===== src/common/opc_pkg.sv =====
`default_nettype none

package opc_pkg;

   // Opcode field, bits 11..8 of the instruction
   typedef enum logic [3:0]
   {
      op_mov,
      op_and,
      op_or,
      op_xor,
      op_add,
      op_adc,
      op_sto,
      op_ld,
      op_ror,
      op_not,
      op_sub,
      op_sbc,
      op_cmp,
      op_cmpc,
      op_bswp,
      op_psr
   } opc_opcode_e;

   typedef enum logic [2:0]
   {
      st_fetch0,
      st_fetch1,
      st_ea_ed,
      st_rdmem,
      st_exec,
      st_wrmem,
      st_int
   } opc_state_e;

   // Condition tested before an instruction runs
   typedef enum logic [1:0]
   {
      pred_always,
      pred_carry,
      pred_zero,
      pred_sign
   } opc_pred_e;

   typedef struct packed
   {
      logic        pred_invert;
      opc_pred_e   pred_sel;
      logic        long_form;
      opc_opcode_e opcode;
      logic [3:0]  src;
      logic [3:0]  dst;
   } opc_instr_t;

   // Instruction word plus flags decoded once at load time
   typedef struct packed
   {
      logic       is_cmp;
      logic       get_psr;
      logic       put_psr;
      logic       rti;
      logic       is_sto;
      logic       is_ld;
      opc_instr_t instr;
   } opc_decode_t;

   typedef struct packed
   {
      logic swi;
      logic int_en;
      logic sign;
      logic carry;
      logic zero;
   } opc_flags_t;

   // Operand word of psr, either plain data or the status record
   typedef union packed
   {
      logic [15:0] data;
      struct packed
      {
         logic [10:0] pad;
         opc_flags_t  flags;
      } view;
   } opc_psr_u;

   localparam logic [15:0] INT_VECTOR = 16'h0002;

endpackage

`default_nettype wire


===== src/opc_cpu/opc_control.sv =====
`timescale 1ns/10ps
`default_nettype none

module opc_control
   import opc_pkg::*;
#(
   parameter int DATA_W = 16
)
(
   input  logic              clk,
   input  logic              reset_b,
   input  logic [DATA_W-1:0] din,
   input  opc_flags_t        flags,
   input  logic [DATA_W-1:0] rd_data,
   input  logic              int_b,
   output opc_state_e        state,
   output opc_decode_t       ir,
   output logic [DATA_W-1:0] operand,
   output logic [3:0]        rd_sel
);

   opc_instr_t din_instr;
   opc_state_e state_nxt;
   logic       pred_din;
   logic       pred_ir;
   logic       skip_ea_ed;
   logic       take_int;

   function automatic logic pred_ok(input opc_instr_t i, input opc_flags_t f);
      logic hit;
      case (i.pred_sel)
         pred_carry: hit = f.carry;
         pred_zero:  hit = f.zero;
         pred_sign:  hit = f.sign;
         default:    hit = 1'b1;
      endcase
      return hit ^ i.pred_invert;
   endfunction

   function automatic opc_decode_t decode(input opc_instr_t i);
      opc_decode_t d;
      d.instr   = i;
      d.is_cmp  = (i.opcode == op_cmp) || (i.opcode == op_cmpc);
      d.get_psr = (i.opcode == op_psr) && (i.dst != 4'hf) && (i.src == 4'h0);
      d.put_psr = (i.opcode == op_psr) && (i.src != 4'h0);
      d.rti     = (i.opcode == op_psr) && (i.dst == 4'hf) && (i.src == 4'h0);
      d.is_sto  = (i.opcode == op_sto);
      d.is_ld   = (i.opcode == op_ld);
      return d;
   endfunction

   assign din_instr  = din;
   assign pred_din   = pred_ok(din_instr, flags);
   assign pred_ir    = pred_ok(ir.instr, flags);
   assign skip_ea_ed = (ir.instr.src == 4'h0) && !ir.is_ld && !ir.is_sto;
   assign take_int   = flags.swi || (!int_b && flags.int_en);

   always_comb
   begin
      case (state)
         st_fetch0:
            state_nxt = din_instr.long_form ? st_fetch1 : (pred_din ? st_ea_ed : st_fetch0);
         st_fetch1:
            state_nxt = !pred_ir ? st_fetch0 : (skip_ea_ed ? st_exec : st_ea_ed);
         st_ea_ed:
            state_nxt = !pred_ir ? st_fetch0 :
                        ir.is_ld ? st_rdmem : (ir.is_sto ? st_wrmem : st_exec);
         st_rdmem:
            state_nxt = st_exec;
         // Next instruction word is already on din here
         st_exec:
            state_nxt = take_int ? st_int :
                        (ir.instr.dst == 4'hf) ? st_fetch0 :
                        din_instr.long_form ? st_fetch1 : st_ea_ed;
         st_wrmem:
            state_nxt = take_int ? st_int : st_fetch0;
         default:
            state_nxt = st_fetch0;
      endcase
   end

   always_ff @(posedge clk or negedge reset_b)
   begin
      if (!reset_b)
         state <= st_fetch0;
      else
         state <= state_nxt;
   end

   always_ff @(posedge clk)
   begin
      case (state)
         st_fetch0, st_exec:
         begin
            rd_sel  <= din_instr.src;
            operand <= '0;
         end
         st_fetch1:
         begin
            rd_sel  <= skip_ea_ed ? ir.instr.dst : ir.instr.src;
            operand <= din;
         end
         // Effective address, source register plus immediate
         st_ea_ed:
         begin
            rd_sel  <= ir.instr.dst;
            operand <= rd_data + operand;
         end
         default:
         begin
            rd_sel  <= ir.instr.dst;
            operand <= din;
         end
      endcase
      if (state == st_fetch0 || state == st_exec)
         ir <= decode(din_instr);
   end

endmodule

`default_nettype wire


===== src/opc_cpu/opc_regfile.sv =====
`timescale 1ns/10ps
`default_nettype none

module opc_regfile
#(
   parameter int DATA_W = 16
)
(
   input  logic              clk,
   input  logic [3:0]        rd_sel,
   input  logic [DATA_W-1:0] pc,
   input  logic              we,
   input  logic [3:0]        wr_sel,
   input  logic [DATA_W-1:0] wr_data,
   output logic [DATA_W-1:0] rd_data
);

   logic [DATA_W-1:0] regs [16];

   // Writes to r0 land in an entry that is never read
   always_ff @(posedge clk)
   begin
      if (we)
         regs[wr_sel] <= wr_data;
   end

   always_comb
   begin
      case (rd_sel)
         4'h0:
            rd_data = '0;
         // r15 is the live program counter
         4'hf:
            rd_data = pc;
         default:
            rd_data = regs[rd_sel];
      endcase
   end

endmodule

`default_nettype wire


===== src/opc_cpu/opc_alu.sv =====
`timescale 1ns/10ps
`default_nettype none

module opc_alu
   import opc_pkg::*;
#(
   parameter int DATA_W = 16
)
(
   input  opc_decode_t       ir,
   input  logic [DATA_W-1:0] a,
   input  logic [DATA_W-1:0] b,
   input  opc_flags_t        flags,
   output logic [DATA_W-1:0] result,
   output opc_flags_t        next_flags
);

   logic [DATA_W:0] sum;
   logic            carry_out;
   opc_psr_u        psr_in;
   opc_psr_u        psr_out;

   always_comb
   begin
      psr_in.data        = b;
      psr_out.view.pad   = '0;
      psr_out.view.flags = flags;
   end

   // Subtract forms add the inverted operand
   always_comb
   begin
      case (ir.instr.opcode)
         op_add:
            sum = {1'b0, a} + {1'b0, b};
         op_adc:
            sum = {1'b0, a} + {1'b0, b} + flags.carry;
         op_sub, op_cmp:
            sum = {1'b0, a} + {1'b0, ~b} + 1'b1;
         default:
            sum = {1'b0, a} + {1'b0, ~b} + flags.carry;
      endcase
   end

   always_comb
   begin
      result    = b;
      carry_out = flags.carry;
      case (ir.instr.opcode)
         op_and:
            result = a & b;
         op_or:
            result = a | b;
         op_xor:
            result = a ^ b;
         op_add, op_adc, op_sub, op_sbc, op_cmp, op_cmpc:
         begin
            result    = sum[DATA_W-1:0];
            carry_out = sum[DATA_W];
         end
         op_ror:
         begin
            result    = {flags.carry, b[DATA_W-1:1]};
            carry_out = b[0];
         end
         op_not:
            result = ~b;
         op_bswp:
            result = {b[DATA_W/2-1:0], b[DATA_W-1:DATA_W/2]};
         op_psr:
         begin
            if (ir.get_psr)
               result = psr_out.data;
         end
         default:
            result = b;
      endcase
   end

   always_comb
   begin
      next_flags = flags;
      if (ir.put_psr)
         next_flags = psr_in.view.flags;
      else if (ir.instr.dst != 4'hf)
      begin
         next_flags.sign  = result[DATA_W-1];
         next_flags.carry = carry_out;
         next_flags.zero  = (result == '0);
      end
   end

endmodule

`default_nettype wire


===== src/opc_cpu/opc_pc_psr.sv =====
`timescale 1ns/10ps
`default_nettype none

module opc_pc_psr
   import opc_pkg::*;
#(
   parameter int DATA_W = 16
)
(
   input  logic              clk,
   input  logic              reset_b,
   input  opc_state_e        state,
   input  opc_decode_t       ir,
   input  logic [DATA_W-1:0] result,
   input  opc_flags_t        next_flags,
   input  logic              int_b,
   output logic [DATA_W-1:0] pc,
   output opc_flags_t        flags
);

   logic [DATA_W-1:0] pc_sav;
   opc_flags_t        flags_sav;
   opc_flags_t        flags_exec;
   logic              in_service;
   logic              take_int;

   // Same condition the sequencer uses to leave exec for int
   assign take_int = flags.swi || (!int_b && flags.int_en);

   // No interrupt source can be armed while one is served
   always_comb
   begin
      flags_exec = next_flags;
      if (in_service)
      begin
         flags_exec.int_en = 1'b0;
         flags_exec.swi    = 1'b0;
      end
   end

   always_ff @(posedge clk or negedge reset_b)
   begin
      if (!reset_b)
      begin
         pc         <= '0;
         pc_sav     <= '0;
         flags      <= '0;
         flags_sav  <= '0;
         in_service <= 1'b0;
      end
      else
      begin
         case (state)
            st_fetch0, st_fetch1:
               pc <= pc + 1'b1;
            st_int:
            begin
               pc_sav       <= pc;
               flags_sav    <= {1'b0, flags.int_en, flags.sign, flags.carry, flags.zero};
               flags.int_en <= 1'b0;
               flags.swi    <= 1'b0;
               in_service   <= 1'b1;
               pc           <= INT_VECTOR;
            end
            st_exec:
            begin
               if (ir.rti)
               begin
                  pc         <= pc_sav;
                  flags      <= flags_sav;
                  in_service <= 1'b0;
               end
               else
               begin
                  flags <= flags_exec;
                  if (ir.instr.dst == 4'hf)
                     pc <= result;
                  else if (!take_int)
                     pc <= pc + 1'b1;
               end
            end
            default:
               pc <= pc;
         endcase
      end
   end

endmodule

`default_nettype wire


===== src/opc_cpu/opc_cpu.sv =====
`timescale 1ns/10ps
`default_nettype none

module opc_cpu
   import opc_pkg::*;
#(
   parameter int DATA_W = 16
)
(
   input  logic              clk,
   input  logic              reset_b,
   input  logic              int_b,
   input  logic [DATA_W-1:0] din,
   output logic [DATA_W-1:0] dout,
   output logic [DATA_W-1:0] address,
   output logic              rnw
);

   opc_state_e        state;
   opc_decode_t       ir;
   opc_flags_t        flags;
   opc_flags_t        next_flags;
   logic [DATA_W-1:0] operand;
   logic [DATA_W-1:0] rd_data;
   logic [DATA_W-1:0] result;
   logic [DATA_W-1:0] pc;
   logic [3:0]        rd_sel;
   logic [3:0]        wr_sel;
   logic              we;

   // Operand register addresses memory only in the data cycles
   assign address = (state == st_rdmem || state == st_wrmem) ? operand : pc;
   assign dout    = rd_data;
   assign rnw     = (state != st_wrmem);

   // Compares write r0, so only the flags change
   assign we     = (state == st_exec);
   assign wr_sel = ir.is_cmp ? 4'h0 : ir.instr.dst;

   opc_control #(.DATA_W(DATA_W)) u_control (
      .clk     (clk),
      .reset_b (reset_b),
      .din     (din),
      .flags   (flags),
      .rd_data (rd_data),
      .int_b   (int_b),
      .state   (state),
      .ir      (ir),
      .operand (operand),
      .rd_sel  (rd_sel)
   );

   opc_regfile #(.DATA_W(DATA_W)) u_regfile (
      .clk     (clk),
      .rd_sel  (rd_sel),
      .pc      (pc),
      .we      (we),
      .wr_sel  (wr_sel),
      .wr_data (result),
      .rd_data (rd_data)
   );

   opc_alu #(.DATA_W(DATA_W)) u_alu (
      .ir         (ir),
      .a          (rd_data),
      .b          (operand),
      .flags      (flags),
      .result     (result),
      .next_flags (next_flags)
   );

   opc_pc_psr #(.DATA_W(DATA_W)) u_pc_psr (
      .clk        (clk),
      .reset_b    (reset_b),
      .state      (state),
      .ir         (ir),
      .result     (result),
      .next_flags (next_flags),
      .int_b      (int_b),
      .pc         (pc),
      .flags      (flags)
   );

endmodule

`default_nettype wire


===== config.mk =====
export PLATFORM = sky130hd
export DESIGN_NAME = opc_cpu
export DESIGN_NICKNAME = d
export VERILOG_FILES = /design/src/common/opc_pkg.sv /design/src/opc_cpu/opc_control.sv /design/src/opc_cpu/opc_regfile.sv /design/src/opc_cpu/opc_alu.sv /design/src/opc_cpu/opc_pc_psr.sv /design/src/opc_cpu/opc_cpu.sv
export SDC_FILE = /design/constraint.sdc
export NUM_CORES = 1
export LEC_CHECK = 0
export BUFFER_PORTS_ARGS = -buffer_cell sky130_fd_sc_hd__buf_2
export CAP_MARGIN = 20
export CORE_MARGIN = 2
export CORE_UTILIZATION = 40
export CTS_CLUSTER_SIZE = 12
export DETAILED_ROUTE_END_ITERATION = 12
export PLACE_DENSITY = 0.55
export SLEW_MARGIN = 10
export SYNTH_ARGS = -nofsm -noshare
export SYNTH_HDL_FRONTEND = slang
export SYNTH_SLANG_ARGS = --single-unit

===== constraint.sdc =====
create_clock -name clk -period 6.5 [get_ports clk]
set_clock_uncertainty 0.05 [all_clocks]
set_input_delay 0.975 -clock clk [delete_from_list [all_inputs] [get_ports clk]]
set_output_delay 0.975 -clock clk [all_outputs]
set_load 0.02 [all_outputs]

==> flow_summary.ini <==
[die]
die_y_um = 218.6
die_w_um = 218.6
dieArea_sq_um = 47770
io_pins = 52
num_rows = 78
start_util_pct = 40.58
coreArea_sq_um = 45380

[critical_path]
r2r_setup_slack_ns = 0.35
critPathLaunch = u_control.rd_sel[0]$_DFF_P_
required_ns = 6.93
path_max_fanout = 24
worstSetupStartpointType = flop
reg2reg_from = u_control.rd_sel[0]$_DFF_P_
setup.worst_path.end_class = flop
path_class = reg2reg
reg2reg_to = u_pc_psr.flags[0]$_DFFE_PN0P_
endpoint = u_pc_psr.flags[0]$_DFFE_PN0P_
r2r_cells = 19
worstPathArrival_ns = 6.58

[logic_synthesis]
ys_ff_latch = 342
synth_cells = 1613
synth-edff-count = 277
syn_area_sq_um = 18420
synth_ff_type = edfxtp_1
synth_top_area_share_pct = 45.17
ys_warn_count = 0
yosysUniqueCellTypes = 81
avgSynthCellArea_sq_um = 11.42
synth_area_leaders = edfxtp_1, dfrtp_1, mux2i_1
synth_area_leader_cell = edfxtp_1
async_flop_share_pct = 13.16
syn-num-nets = 1688
ys_seq_area_share_pct = 53.45

[detailed_routing]
viasPerCell = 6.030
postRouteAntennaNets = 0
drtPass1Iterations = 8
vias = 14075
drc = 0
drtIter0Drc = 1471
drt-wirelength-per-cell_um = 26.86
routed_wirelength_um = 62680

[global_route]
grt_max_degree = 46
grt_antenna_before_repair = 0
grt_use_total_pct = 26.41
grt_pass1_vias = 13479
grt_pass1_wl_um = 91910
grt-ovfl-total = 0

[final_layout]
finish.instance_area_sq_um = 21030
nNetsFinal = 1779
utilization_pct = 46.33
register_area_sq_um = 9849
fillers = 4172
drive_gt1_share_pct = 16.16
multiInputGateArea_sq_um = 8048
syn2layout_area_growth_pct = 14.17

[cts]
clockBufferDepth = 3
htreeDepth = 2
cts_sinks = 342
clkTransAtPathRegs_ns = 0.06
cts_hold_buf = 0
cts-buffers-inserted = 39
cts_tree = yes
clkLatencyLatePin_ns = 0.57
clockRootBuffer = clkbuf_16

[sta]
fmax_mhz = 162.6
max_slew_margin_pct = 32.63
setup_violations = 0
tns_ns = 0
tightest_slew_ns = 1.000
final_hold_viol_count = 0
slew_violations = 0
fin_crit_sh_pct = 94.62
grt_setup_unrepaired = no
period_needed_ns = 6.150

[placed_design]
place_area_sq_um = 19810
portBuffers = 51
gp_congestion = 0.9804
dpl.hpwl_um = 44590

[worst_hold_path]
hold_class = reg2reg
hp-start = u_pc_psr.pc_sav[15]$_DFFE_PN0P_

[run]
maxCapViolations = 0

[status]
outcome = finished, final reports clean
[worst min-delay path by stage]
stage	depth (start not counted)	slack [ns]	to
after floorplan	2	0.40	u_pc_psr.pc_sav[15]$_DFFE_PN0P_
after global placement	2	0.41	u_pc_psr.pc_sav[15]$_DFFE_PN0P_
after detailed placement	2	0.43	u_pc_psr.pc_sav[15]$_DFFE_PN0P_
after CTS	2	0.45	u_pc_psr.pc_sav[15]$_DFFE_PN0P_
after global routing	1	0.46	u_pc_psr.pc_sav[7]$_DFFE_PN0P_
final	2	0.44	u_pc_psr.pc_sav[15]$_DFFE_PN0P_
[critical path, stage by stage (launching register included)]
cell and delay [ns]:
dfxtp_4 0.64, buf_4 0.43, buf_4 0.39, mux2i_1 0.12, o221ai_1 0.32, nor2_1 0.09, o41a_1 0.48, ha_1 0.59
inv_1 0.24, nor3_1 0.26, o211a_1 0.18, nor4_1 0.06, buf_4 0.16, a21oi_1 0.30, nand3b_1 0.14, xnor2_1 0.15
a221oi_1 0.45, o311ai_2 0.25, or4_1 0.56, o31ai_2 0.18
[flip-flops by register name, indices dropped and copies added, names as in the netlist]
name	cells
u_control.ir	21
u_control.operand	16
u_control.rd_sel	4
u_control.state	3
u_pc_psr.flags	5
u_pc_psr.flags_sav	4
u_pc_psr.in_service	1
u_pc_psr.pc	16
u_pc_psr.pc_sav	16
u_regfile.regs	256
[metal layers]
metal / routed length, um / vias up / track usage, %
met4: 1982 / 0 / 8.639
met3: 3965 / 114 / 3.646
met1: 27280 / 7005 / 36.64
met2: 29460 / 642 / 42.70
met5: 0 / - / 0
li1: - / 6314 / -
[cell type report]
cell class,instances,share of cell area (%)
antenna,1,0.01190
clock buffer,56,5.088
clock inverter,14,0.5415
sequential,342,46.84
inverter,65,1.160
tap,600,3.570
timing repair buffer,140,4.511
multi-input combinational,1116,38.27
[kinds of logic after synthesis]
kind of cell	after synthesis	synth area share, %
AO/OA/AOI/OAI	401	15.35
multiplexers	130	9.389
adder cells (fa/ha/maj)	56	3.886
AND/OR/NAND/NOR	476	12.16
flip-flops	342	53.45
XOR/XNOR	53	2.521
buffers and inverters	155	3.241
[timing repair]
item | 4_1_cts | 5_1_grt
setup buffers | 0 | 0
resized for setup | 0 | 2
endpoints found under the setup margin | 0 | 22
[metrics by stage]
stage          cells  hold WS (ns)  setup slack [ns]
3_3_place_gp    2262        0.4135            0.1575
4_1_cts         2332        0.4452            0.2443
5_1_grt         2333        0.4628           0.02710
2_1_floorplan   1613        0.4002           0.02999
3_5_place_dp    2262        0.4316            0.2220
6_report        2334        0.4418            0.3497
[placed cells by master (no fill, tap or decap), types with 10 or more instances in the layout]
cell,count
and2_1,11
a21oi_1,65
o211ai_1,20
a21boi_0,16
clkbuf_1,14
nor4_1,11
a221oi_1,13
nand3_1,33
clkbuf_16,39
o41a_1,16
dfrtp_1,45
nor3_1,29
buf_2,51
dfxtp_1,18
a211oi_1,12
nor2b_1,14
inv_1,64
nor2_1,160
o21ai_0,99
ha_1,54
mux4_2,32
nor2_2,17
a22oi_1,13
a222oi_1,11
o22ai_1,15
mux2i_1,76
mux2_2,22
o221ai_1,18
a22o_1,13
and3_1,10
nand2b_1,13
xor2_1,23
nand2_1,120
edfxtp_1,277
xnor2_1,30
buf_4,87
[synthesized netlist by cell type, drive strengths merged (18+ instances only)]
| cell | n |
|---|---|
| edfxtp | 277 |
| nor2 | 177 |
| nand2 | 120 |
| o21ai | 105 |
| mux2i | 76 |
| clkbuf | 71 |
| a21oi | 65 |
| inv | 65 |
| ha | 54 |
| dfrtp | 45 |
| nand3 | 33 |
| mux4 | 32 |
| nor3 | 30 |
| xnor2 | 30 |
| xor2 | 23 |
| mux2 | 22 |
| dfxtp | 20 |
| o211ai | 20 |
| buf | 19 |
| o221ai | 18 |
Power is not shown: default switching activity piles up to over one toggle a cycle in this logic, so the estimate is an artifact.
